**config.mk**
```make
export PLATFORM = sky130hd
export DESIGN_NAME = ice_rx_top
export DESIGN_NICKNAME = d
export VERILOG_FILES = /design/src/design/ice_pkg.sv /design/src/design/mbus_rx_driver.sv /design/src/design/status_event_source.sv /design/src/design/buffer_arbiter.sv /design/src/design/message_framer.sv /design/src/design/ice_rx_top.sv
export SDC_FILE = /design/constraint.sdc
export NUM_CORES = 1
export LEC_CHECK = 0
export BUFFER_PORTS_ARGS = -buffer_cell sky130_fd_sc_hd__buf_2
export CAP_MARGIN = 0
export CELL_PAD_IN_SITES_DETAIL_PLACEMENT = 0
export CELL_PAD_IN_SITES_GLOBAL_PLACEMENT = 1
export CORE_ASPECT_RATIO = 1.5
export CORE_MARGIN = 2
export CORE_UTILIZATION = 53
export DETAILED_ROUTE_END_ITERATION = 10
export GPL_TIMING_DRIVEN = 0
export PLACE_DENSITY_LB_ADDON = 0.1
export SYNTH_ARGS = -nofsm -noshare
export SYNTH_HDL_FRONTEND = slang
export SYNTH_SLANG_ARGS = --single-unit
```
**constraint.sdc**
```tcl
create_clock -name clk -period 5.84 [get_ports clk]
set_input_delay 0.876 -clock clk [delete_from_list [all_inputs] [get_ports clk]]
set_output_delay 0.876 -clock clk [all_outputs]
set_load 0.01 [all_outputs]
```
**src/design/ice_pkg.sv**
```systemverilog
package ice_pkg;

    // record codes, first byte of each record
    localparam logic [7:0] code_mbus_rx = 8'h62;
    localparam logic [7:0] code_status  = 8'h73;

    // framer store for one record
    localparam int msg_depth = 64;
    localparam int msg_ptr_w = 6;

    // byte position that gets the record length
    localparam int length_slot = 2;

    // one byte on the stream from a source through the arbiter to the framer
    typedef struct packed {
        logic       valid;
        logic [7:0] data;
    } buffer_byte_t;

endpackage

```
**src/design/mbus_rx_driver.sv**
```systemverilog
`timescale 1ns/1ps

module mbus_rx_driver import ice_pkg::*; (
    input  logic         clk,
    input  logic         reset,

    input  logic [31:0]  mbus_rx_addr,
    input  logic [31:0]  mbus_rx_data,
    input  logic         mbus_rx_req,
    input  logic         mbus_rx_broadcast,
    input  logic         mbus_rx_fail,
    input  logic         mbus_rx_pend,
    input  logic [1:0]   mbus_rx_control_bits,
    output logic         mbus_rx_ack,

    output logic         buffer_request,
    input  logic         buffer_grant,
    output buffer_byte_t rx_byte,

    input  logic [7:0]   event_id,
    output logic         event_inc
);

    typedef enum logic [4:0] {
        st_idle,
        st_code,
        st_eid,
        st_length,
        st_addr0,
        st_addr1,
        st_addr2,
        st_addr3,
        st_data0,
        st_data1,
        st_data2,
        st_data3,
        st_pend,
        st_pend_ack,
        st_pend_wait,
        st_ctrl,
        st_end_ack
    } rx_state_t;

    rx_state_t state;
    rx_state_t state_next;

    always_ff @(posedge clk) begin
        if (reset) begin
            state <= st_idle;
        end else begin
            state <= state_next;
        end
    end

    always_comb begin
        state_next     = state;
        buffer_request = 1'b1; // held through every record state
        rx_byte        = '0;
        event_inc      = 1'b0;
        mbus_rx_ack    = 1'b0;

        case (state)
            st_idle: begin
                buffer_request = 1'b0;
                if (mbus_rx_fail) begin
                    state_next = st_end_ack; // nothing to record, just ack
                end else if (mbus_rx_req) begin
                    state_next = st_code;
                end
            end
            st_code: begin
                // code byte counts as written once the buffer is ours
                rx_byte.valid = buffer_grant;
                rx_byte.data  = code_mbus_rx;
                if (buffer_grant) begin
                    state_next = st_eid;
                end
            end
            st_eid: begin
                rx_byte   = '{valid: 1'b1, data: event_id};
                event_inc = 1'b1;
                state_next = st_length;
            end
            st_length: begin
                rx_byte    = '{valid: 1'b1, data: 8'h00}; // framer fills this in
                state_next = st_addr0;
            end
            st_addr0: begin
                rx_byte    = '{valid: 1'b1, data: mbus_rx_addr[31:24]};
                state_next = st_addr1;
            end
            st_addr1: begin
                rx_byte    = '{valid: 1'b1, data: mbus_rx_addr[23:16]};
                state_next = st_addr2;
            end
            st_addr2: begin
                rx_byte    = '{valid: 1'b1, data: mbus_rx_addr[15:8]};
                state_next = st_addr3;
            end
            st_addr3: begin
                rx_byte    = '{valid: 1'b1, data: mbus_rx_addr[7:0]};
                state_next = st_data0;
            end
            st_data0: begin
                rx_byte    = '{valid: 1'b1, data: mbus_rx_data[31:24]};
                state_next = st_data1;
            end
            st_data1: begin
                rx_byte    = '{valid: 1'b1, data: mbus_rx_data[23:16]};
                state_next = st_data2;
            end
            st_data2: begin
                rx_byte    = '{valid: 1'b1, data: mbus_rx_data[15:8]};
                state_next = st_data3;
            end
            st_data3: begin
                rx_byte    = '{valid: 1'b1, data: mbus_rx_data[7:0]};
                state_next = st_pend;
            end
            st_pend: begin
                state_next = mbus_rx_pend ? st_pend_ack : st_ctrl;
            end
            st_pend_ack: begin
                mbus_rx_ack = 1'b1;
                if (!mbus_rx_req) begin
                    state_next = st_pend_wait;
                end
            end
            st_pend_wait: begin
                // keep the buffer until the next word shows up
                if (mbus_rx_req) begin
                    state_next = st_data0;
                end
            end
            st_ctrl: begin
                rx_byte.valid = 1'b1;
                rx_byte.data  = {5'b00000, mbus_rx_broadcast, mbus_rx_control_bits};
                state_next    = st_end_ack;
            end
            st_end_ack: begin
                buffer_request = 1'b0;
                mbus_rx_ack    = 1'b1;
                // bus side must release both req and fail
                if (!mbus_rx_req && !mbus_rx_fail) begin
                    state_next = st_idle;
                end
            end
            default: begin
                buffer_request = 1'b0;
                state_next     = st_idle;
            end
        endcase
    end

endmodule

```
**src/design/status_event_source.sv**
```systemverilog
`timescale 1ns/1ps

module status_event_source import ice_pkg::*; (
    input  logic         clk,
    input  logic         reset,
    input  logic         status_pulse,
    input  logic [7:0]   status_code,
    output logic         buffer_request,
    input  logic         buffer_grant,
    output buffer_byte_t status_byte,
    input  logic [7:0]   event_id,
    output logic         event_inc
);

    typedef enum logic [2:0] {
        st_idle,
        st_code,
        st_eid,
        st_length,
        st_data
    } status_state_t;

    status_state_t state;
    status_state_t state_next;
    logic [7:0]    held_code;

    always_ff @(posedge clk) begin
        if (reset) begin
            state <= st_idle;
        end else begin
            state <= state_next;
        end
    end

    // pulses outside idle are dropped
    always_ff @(posedge clk) begin
        if (state == st_idle && status_pulse) begin
            held_code <= status_code;
        end
    end

    always_comb begin
        state_next     = state;
        buffer_request = 1'b1;
        status_byte    = '0;
        event_inc      = 1'b0;

        case (state)
            st_idle: begin
                buffer_request = 1'b0;
                if (status_pulse) begin
                    state_next = st_code;
                end
            end
            st_code: begin
                status_byte.valid = buffer_grant;
                status_byte.data  = code_status;
                if (buffer_grant) begin
                    state_next = st_eid;
                end
            end
            st_eid: begin
                status_byte = '{valid: 1'b1, data: event_id};
                event_inc   = 1'b1;
                state_next  = st_length;
            end
            st_length: begin
                status_byte = '{valid: 1'b1, data: 8'h00};
                state_next  = st_data;
            end
            st_data: begin
                status_byte = '{valid: 1'b1, data: held_code};
                state_next  = st_idle; // request drops on the next cycle
            end
            default: begin
                buffer_request = 1'b0;
                state_next     = st_idle;
            end
        endcase
    end

endmodule

```
**src/design/buffer_arbiter.sv**
```systemverilog
`timescale 1ns/1ps

module buffer_arbiter import ice_pkg::*; (
    input  logic         clk,
    input  logic         reset,
    input  logic         rx_request,
    output logic         rx_grant,
    input  buffer_byte_t rx_byte,
    input  logic         st_request,
    output logic         st_grant,
    input  buffer_byte_t st_byte,
    input  logic         rx_inc,
    input  logic         st_inc,
    output logic [7:0]   event_id,
    input  logic         framer_busy,
    output buffer_byte_t buf_byte,
    output logic         buf_end
);

    typedef enum logic [1:0] {
        own_none,
        own_rx,
        own_st
    } owner_t;

    owner_t owner;
    owner_t owner_next;

    always_comb begin
        owner_next = owner;
        case (owner)
            own_none: begin
                // receive side wins a tie
                if (!framer_busy) begin
                    if (rx_request) begin
                        owner_next = own_rx;
                    end else if (st_request) begin
                        owner_next = own_st;
                    end
                end
            end
            own_rx:  if (!rx_request) owner_next = own_none;
            own_st:  if (!st_request) owner_next = own_none;
            default: owner_next = own_none;
        endcase
    end

    always_ff @(posedge clk) begin
        if (reset) begin
            owner    <= own_none;
            event_id <= 8'h00;
        end else begin
            owner <= owner_next;
            if (rx_inc || st_inc) begin
                event_id <= event_id + 8'd1;
            end
        end
    end

    assign rx_grant = (owner == own_rx);
    assign st_grant = (owner == own_st);

    assign buf_byte = rx_grant ? rx_byte : (st_grant ? st_byte : '0);
    assign buf_end  = (rx_grant && !rx_request) || (st_grant && !st_request); // owner let go

endmodule

```
**src/design/message_framer.sv**
```systemverilog
`timescale 1ns/1ps

module message_framer import ice_pkg::*; (
    input  logic         clk,
    input  logic         reset,
    input  buffer_byte_t buf_byte,
    input  logic         buf_end,
    output logic         busy,
    output buffer_byte_t host_byte
);

    logic [7:0]           store [msg_depth];
    logic [msg_ptr_w-1:0] wr_ptr;
    logic [msg_ptr_w-1:0] rd_ptr;
    logic [msg_ptr_w:0]   count; // saturates at msg_depth
    logic                 wr_en;
    logic                 last_byte;
    logic [7:0]           length_byte;

    assign wr_en       = buf_byte.valid && !busy && (count < msg_depth);
    assign last_byte   = ({1'b0, rd_ptr} == count - 1'b1);
    assign length_byte = {{(7 - msg_ptr_w){1'b0}}, count};

    always_ff @(posedge clk) begin
        if (wr_en) begin
            store[wr_ptr] <= buf_byte.data;
        end
    end

    always_ff @(posedge clk) begin
        if (reset) begin
            wr_ptr <= '0;
            rd_ptr <= '0;
            count  <= '0;
            busy   <= 1'b0;
        end else if (busy) begin
            rd_ptr <= rd_ptr + 1'b1;
            if (last_byte) begin
                // record out, ready for the next one
                busy   <= 1'b0;
                wr_ptr <= '0;
                rd_ptr <= '0;
                count  <= '0;
            end
        end else begin
            if (wr_en) begin
                wr_ptr <= wr_ptr + 1'b1;
                count  <= count + 1'b1;
            end
            if (buf_end && count != '0) begin
                busy   <= 1'b1;
                rd_ptr <= '0;
            end
        end
    end

    // replay, with the length slot patched on the way out
    always_comb begin
        host_byte.valid = busy;
        if (rd_ptr == msg_ptr_w'(length_slot)) begin
            host_byte.data = length_byte;
        end else begin
            host_byte.data = store[rd_ptr];
        end
    end

endmodule

```
**src/design/ice_rx_top.sv**
```systemverilog
`timescale 1ns/1ps

module ice_rx_top import ice_pkg::*; (
    input  logic         clk,
    input  logic         reset,

    input  logic [31:0]  mbus_rx_addr,
    input  logic [31:0]  mbus_rx_data,
    input  logic         mbus_rx_req,
    input  logic         mbus_rx_broadcast,
    input  logic         mbus_rx_fail,
    input  logic         mbus_rx_pend,
    input  logic [1:0]   mbus_rx_control_bits,
    output logic         mbus_rx_ack,

    input  logic         status_pulse,
    input  logic [7:0]   status_code,

    output buffer_byte_t host_byte
);

    logic         rx_request;
    logic         rx_grant;
    logic         rx_inc;
    buffer_byte_t rx_byte;
    logic         st_request;
    logic         st_grant;
    logic         st_inc;
    buffer_byte_t st_byte;
    logic [7:0]   event_id;
    logic         framer_busy;
    buffer_byte_t buf_byte;
    logic         buf_end;

    mbus_rx_driver i_rx_driver (
        .clk                  (clk),
        .reset                (reset),
        .mbus_rx_addr         (mbus_rx_addr),
        .mbus_rx_data         (mbus_rx_data),
        .mbus_rx_req          (mbus_rx_req),
        .mbus_rx_broadcast    (mbus_rx_broadcast),
        .mbus_rx_fail         (mbus_rx_fail),
        .mbus_rx_pend         (mbus_rx_pend),
        .mbus_rx_control_bits (mbus_rx_control_bits),
        .mbus_rx_ack          (mbus_rx_ack),
        .buffer_request       (rx_request),
        .buffer_grant         (rx_grant),
        .rx_byte              (rx_byte),
        .event_id             (event_id),
        .event_inc            (rx_inc)
    );

    status_event_source i_status_source (
        .clk            (clk),
        .reset          (reset),
        .status_pulse   (status_pulse),
        .status_code    (status_code),
        .buffer_request (st_request),
        .buffer_grant   (st_grant),
        .status_byte    (st_byte),
        .event_id       (event_id),
        .event_inc      (st_inc)
    );

    buffer_arbiter i_arbiter (
        .clk         (clk),
        .reset       (reset),
        .rx_request  (rx_request),
        .rx_grant    (rx_grant),
        .rx_byte     (rx_byte),
        .st_request  (st_request),
        .st_grant    (st_grant),
        .st_byte     (st_byte),
        .rx_inc      (rx_inc),
        .st_inc      (st_inc),
        .event_id    (event_id),
        .framer_busy (framer_busy),
        .buf_byte    (buf_byte),
        .buf_end     (buf_end)
    );

    message_framer i_framer (
        .clk       (clk),
        .reset     (reset),
        .buf_byte  (buf_byte),
        .buf_end   (buf_end),
        .busy      (framer_busy),
        .host_byte (host_byte)
    );

endmodule

```
**Word level (Yosys, flattened, before mapping)**

Memory sizes are Yosys's and may differ from the RTL's. A register that Yosys moved wholly into a read port is not among the register bits.
Index checks and enable logic that the tools add are counted.

- Bits in registers: 46
- RAM bits: 512
- Input port bits: 81
- Output and inout port bits: 10
- Memories kept: 1

Memories:

| memory | words | width | rd ports | clocked after Yosys merged registers in | write ports | RTL line | source |
|---|---|---|---|---|---|---|---|
| i_framer.store | 64 | 8 | 1 | 1 | 1 | message_framer.sv:12 | `logic [7:0] store [msg_depth];` |

- Add/subtract/negate cells: 5
- Magnitude comparators: 1
- Equal/unequal tests: 36
- Muxes and demuxes: 43
- Reductions and logical operators: 27

Operators with widths:

| cell | count |
|---|---|
| case mux 9 bit (12 select lines) | 1 |
| case mux 5 bit (17 select lines) | 1 |
| 2-to-1 mux 6 bit | 8 |
| equality test 5 x 4 -> 1 bit, second input constant | 8 |
| case mux 9 bit (4 select lines) | 1 |
| 2-to-1 mux 5 bit | 6 |
| 2-to-1 mux 7 bit | 3 |
| equality test 5 x 3 -> 1 bit, second input constant | 4 |
| 2-to-1 mux 9 bit | 2 |
| OR reduction 15 bit | 1 |
| inequality test 2 bit, second input constant | 7 |
| adder 6 x 1 -> 6 bit, second input constant | 2 |
| 2-to-1 mux 2 bit | 6 |
| case mux 3 bit (4 select lines) | 1 |
| equality test 5 x 2 -> 1 bit, second input constant | 2 |
| 2-to-1 mux 1 bit | 10 |
| adder 8 x 1 -> 8 bit, second input constant | 1 |
| 2-to-1 mux 8 bit | 1 |
| adder 7 x 1 -> 7 bit, second input constant | 1 |
| equality test 6 x 7 -> 1 bit | 1 |
| logical AND 1 bit | 7 |
| less-than comparator 7 bit, second input constant | 1 |
| nonzero test 7 bit | 1 |
| subtractor 7 x 1 -> 7 bit, second input constant | 1 |
| other kinds (24) | 35 |

**Longest topological paths before layout**

- Depth in word-level cells: 11
- Gate-level depth with buffers: 11
- Depth with buffers taken out: 8

**By module**

Synthesis repeated with hierarchy kept, for this count alone.

- Cells, all modules: 1,514
- Area total of the unflattened synthesis: 23,699.0 um2

By module, submodules not included:

| module | instances | cells an instance | area each (um2) | seq. area each (um2) |
|---|---|---|---|---|
| message_framer | 1 | 1,235 | 21,364.2 | 15,895.2 |
| mbus_rx_driver | 1 | 161 | 1,148.6 | 100.1 |
| status_event_source | 1 | 56 | 651.9 | 300.3 |
| buffer_arbiter | 1 | 62 | 534.3 | 200.2 |

**Worst setup path after synthesis**

No wires, ideal clock.

- Path type: register to register
- Start: reg i_status_source.state[1]
- End: mem i_framer.store[0][3] (data pin)
- Setup time: 729 ps
- Arrival: 3,628 ps
- Path slack: 1,483 ps
- Cell stages (with the launch flop): 5
- Path buffers: 1
- Clock period less this slack: 4,357 ps
- Cell sequence: dfxtp_1 > clkbuf_1 > nor2b_1 > a22oi_1 > o32ai_1

RTL lines:

| element | RTL line | source |
|---|---|---|
| start, declared | status_event_source.sv:23 | `status_state_t state;` |
| start signal, assigned | status_event_source.sv:29 | `state <= st_idle;` |
| start signal, assigned | status_event_source.sv:31 | `state <= state_next;` |
| end, declared | message_framer.sv:12 |  |

==> out/summary.md <==
For the number of warning messages in the yosys log, the log shows 0. Setup violations remaining at the end of the flow were counted as 0. In the final layout, the share of cells above drive strength 1 is 21.8%. The clock net in this run drives a total of 564 sinks. The register-to-register path setup slack is 1850 ps. The final hold violation count was 0. The worst pin sits at a relative slew slack of 8.92%.

The area of the core region was 0.0431 mm2. Yosys mapped the design onto 62 distinct sky130hd cell types. TritonCTS built the clock tree.

The final cycle utilization of the critical path is 93.2%. The path class of the tightest hold or removal check is in2reg. The post-synthesis cell count came out at 1,377.

Among all flip-flop cells after synthesis, the most frequent one is sky130_fd_sc_hd__edfxtp_1. The tools report the count of TritonRoute iterations in the first routing pass as 5. The fraction of registers with async set/reset came out at 0%. Based on the critical path, the design can be clocked at up to 0.184 GHz. The worst clock skew on the final layout was 19.7 ps. Clock tree synthesis selected as its root buffer the cell sky130_fd_sc_hd__clkbuf_16. The logs give 51 for the clock buffer count from CTS and 13,207 for the via count. The number of nets handed over by synthesis was 1,465. Counting flops with a built-in enable in the synthesized netlist gives 520. After clock tree synthesis, the flow added hold-fix buffers numbering 0. Summed over all instances, the cell type with the most area after synthesis is sky130_fd_sc_hd__edfxtp_1. In the post-synthesis netlist, the biggest area contributors are sky130_fd_sc_hd__edfxtp_1, sky130_fd_sc_hd__mux4_2, sky130_fd_sc_hd__dfxtp_1, sky130_fd_sc_hd__mux2i_1, sky130_fd_sc_hd__nor2_1. STA classifies the critical path endpoint as a primary output. The synthesized design contains 564 register bits. In this run, the number of DRC markers left after iteration 0 of detailed routing was 1,190.

In the final routed layout, each cell accounts on average for 26.7 um. Once the floorplan was initialized, standard cells occupied 53.9% of the core. After the last flow step, the layout net total stands at 1,635.

The number of vias per cell is 6.13. The number of I/O pins was 91; the portion of synthesized cell area occupied by the leading cell type was 67.3%. The kind of critical path was reg2out.

Launching element type of the critical path: a flop. After clock tree synthesis, the clock-pin slew on the worst setup and hold paths is 60 ps. Clock latency on the worst-skew pair, taken at its later pin, is 590 ps. Worst-margin pin slew: 1350 ps. Across the VDD grid, the largest voltage drop is 0.323 mV. The final critical-path required period is 5440 ps, and the aggregate global routing overflow is 0. The via count of the first global-routing pass was 13,308; the worst hold path stage count was 1.

Post-CTS timing repair inserted 0 buffers for setup. The commonest cells after synthesis are sky130_fd_sc_hd__edfxtp_1, sky130_fd_sc_hd__nor2_1, sky130_fd_sc_hd__mux4_2. For the area of the mapped netlist, the log shows 0.0232 mm2. The most critical setup path has its endpoint at host_byte[3]. Input and output buffers added on the ports amount to 90. A synthesized cell averages 16.9 um2. The total wire length was 57,600 um.

The launch instance of the worst register-to-register path is i_rx_driver.state[3]. After routing, the total negative slack on setup checks comes to 0 ps. The area of the die was 0.0455 mm2. Compared with the post-synthesis result, the final layout area differs by 14.3%.

In this run the remaining antenna-violating nets after routing total 0. STA puts the critical path data arrival time at 4570 ps. The number of gates resized after CTS was 0. The length in cells of the worst reg-to-reg path is 7, and the maximum clock insertion buffer count is 3.

The number of violations of the max-capacitance limit was 0. The portion of the post-synthesis area used by sequential elements is 71.1%, and the largest driver fanout on the critical path is 10. The die is 175 um wide.

Across all hold checks on the routed design, the worst slack comes to 473 ps. Detailed placement finished with a half-perimeter wire length of 41,300 um. Setup repair after global routing left no endpoint under its margin.

At the worst endpoint, the required time is 4960 ps. The run gives 0 as the number of antenna violations at the first check in global routing. The wire length of the first global-routing pass was 85,000 um.

Cell with the most instances after synthesis: sky130_fd_sc_hd__edfxtp_1. Entering global routing, the biggest net connects 35 pins. The H-tree was split into 2 levels. The global routing usage summed across all routing layers is 25.8%, and the placer congestion estimate is 0.881. The run finished with clean final reports. The reg-to-reg critical path endpoint was i_framer.store[45][4].

The run gives 93 as the row count. In this run the power density over the cells is 307 mW/mm2. The die is 260 um tall. For this run, design rule violations remaining after detail routing come to 0.

The total of fill cells in the finished design is 3,203, and the number of antenna diodes is 0. The final-report max-slew violation count is 0. The run gives 8.37 nW as the leakage power.
[worst min-delay path by stage]
stage	startpoint	to	slack (ps)
finish	status_code[1]	i_status_source.held_code[1]	470
global route	status_code[4]	i_status_source.held_code[4]	460
CTS	status_code[6]	i_status_source.held_code[6]	460
detailed placement	i_arbiter.owner[0]	i_arbiter.owner[1]	490
global placement	i_arbiter.owner[0]	i_arbiter.owner[1]	480
floorplan	i_arbiter.owner[0]	i_arbiter.owner[1]	440
[critical path, stage by stage (launching register included)]
cell                       delay [ps]
sky130_fd_sc_hd__dfxtp_1          310
sky130_fd_sc_hd__buf_4            230
sky130_fd_sc_hd__buf_4            300
sky130_fd_sc_hd__buf_2            450
sky130_fd_sc_hd__buf_2            560
sky130_fd_sc_hd__and2_1           280
sky130_fd_sc_hd__clkbuf_1         400
sky130_fd_sc_hd__a22oi_1          170
sky130_fd_sc_hd__nand3_1          150
sky130_fd_sc_hd__o211ai_1         210
sky130_fd_sc_hd__o21ai_0          470
sky130_fd_sc_hd__nand3_1          230
sky130_fd_sc_hd__buf_2            200
[registers in the layout (all words and copies together) (netlist names), named ones only]
name / cells
i_arbiter.owner: 2
i_arbiter.event_id: 8
i_status_source.held_code: 8
i_framer.wr_ptr: 6
i_framer.busy: 1
i_rx_driver.state: 5
i_framer.rd_ptr: 6
i_framer.store: 512
i_framer.count: 7
i_status_source.state: 3
[area by class of cell]
cell class | instances | area, um2 | share of cell area, %
Buffer | 85 | 354 | 1.34
Clock buffer | 70 | 1440 | 5.43
Clock inverter | 20 | 143 | 0.538
Inverter | 11 | 41.3 | 0.156
Multi-Input combinational cell | 717 | 6510 | 24.6
Sequential cell | 564 | 16500 | 62.2
Tap cell | 570 | 713 | 2.69
Timing Repair Buffer | 117 | 818 | 3.09
[report_power, final]
part	switching (mW)	internal (mW)
clock	1.43	1.77
sequential	0.0147	4.40
combinational	0.313	0.201
total	1.76	6.37
[cells in the final DEF (no fill, tap or decap), types with 7 or more instances in the layout]
cell type,netlist,layout
sky130_fd_sc_hd__edfxtp_1,520,520
sky130_fd_sc_hd__nand3_1,41,41
sky130_fd_sc_hd__dfxtp_1,44,44
sky130_fd_sc_hd__o21ai_0,19,19
sky130_fd_sc_hd__nor4_2,0,8
sky130_fd_sc_hd__xnor2_1,13,13
sky130_fd_sc_hd__a21oi_1,28,28
sky130_fd_sc_hd__nor2b_1,13,13
sky130_fd_sc_hd__buf_2,16,111
sky130_fd_sc_hd__nor3_1,16,16
sky130_fd_sc_hd__clkbuf_16,0,53
sky130_fd_sc_hd__inv_1,11,11
sky130_fd_sc_hd__buf_4,4,12
sky130_fd_sc_hd__nand4_1,8,8
sky130_fd_sc_hd__xor2_1,7,7
sky130_fd_sc_hd__a22o_1,9,9
sky130_fd_sc_hd__mux2i_1,66,66
sky130_fd_sc_hd__mux4_2,110,110
sky130_fd_sc_hd__clkinv_2,0,7
sky130_fd_sc_hd__ha_1,7,7
sky130_fd_sc_hd__clkinv_1,0,8
sky130_fd_sc_hd__a22oi_1,42,42
sky130_fd_sc_hd__and2_1,10,10
sky130_fd_sc_hd__a211oi_1,12,12
sky130_fd_sc_hd__nand2_1,55,55
sky130_fd_sc_hd__a31oi_1,12,12
sky130_fd_sc_hd__nor2_1,123,123
sky130_fd_sc_hd__clkbuf_1,55,67
sky130_fd_sc_hd__buf_1,10,10
sky130_fd_sc_hd__nand2b_1,15,15
[kinds of logic after synthesis]
kind of cell,after synthesis,synth area share (%)
AOI/OAI and AO/OA,186,5.72
and+or+nand+nor,327,6.78
muxes,177,13.6
DFF,564,71.1
xor gates and xnor gates,20,0.755
adders and majority gates,7,0.377
buffers and inverters,96,1.70
[routing by layer]
metal  global-route usage (%)  routed length [um]  vias to the layer above
met5                        0                   0                        -
met4                     11.1                2570                        0
met3                     2.87                3110                      109
met2                     46.9               30800                      498
met1                     31.3               21100                     6721
li1                         -                   -                     5879
[through the flow]
| step | area [um2] | cells | total power, mW | utilization [%] | worst slack, ps |
|---|---|---|---|---|---|
| floorplan | 23200 | 1377 | 4.82 | - | 1480 |
| global placement | 24400 | 2037 | 5.00 | 56.6 | -2660 |
| detailed placement | 24900 | 2064 | 5.02 | 57.9 | 1050 |
| CTS | 26500 | 2154 | 8.18 | 61.6 | 426 |
| global route | 26500 | 2154 | 8.36 | 61.6 | 238 |
| finish | 26500 | 2154 | 8.13 | 61.6 | 398 |
Note: power is estimated with default switching activity, not from simulation.
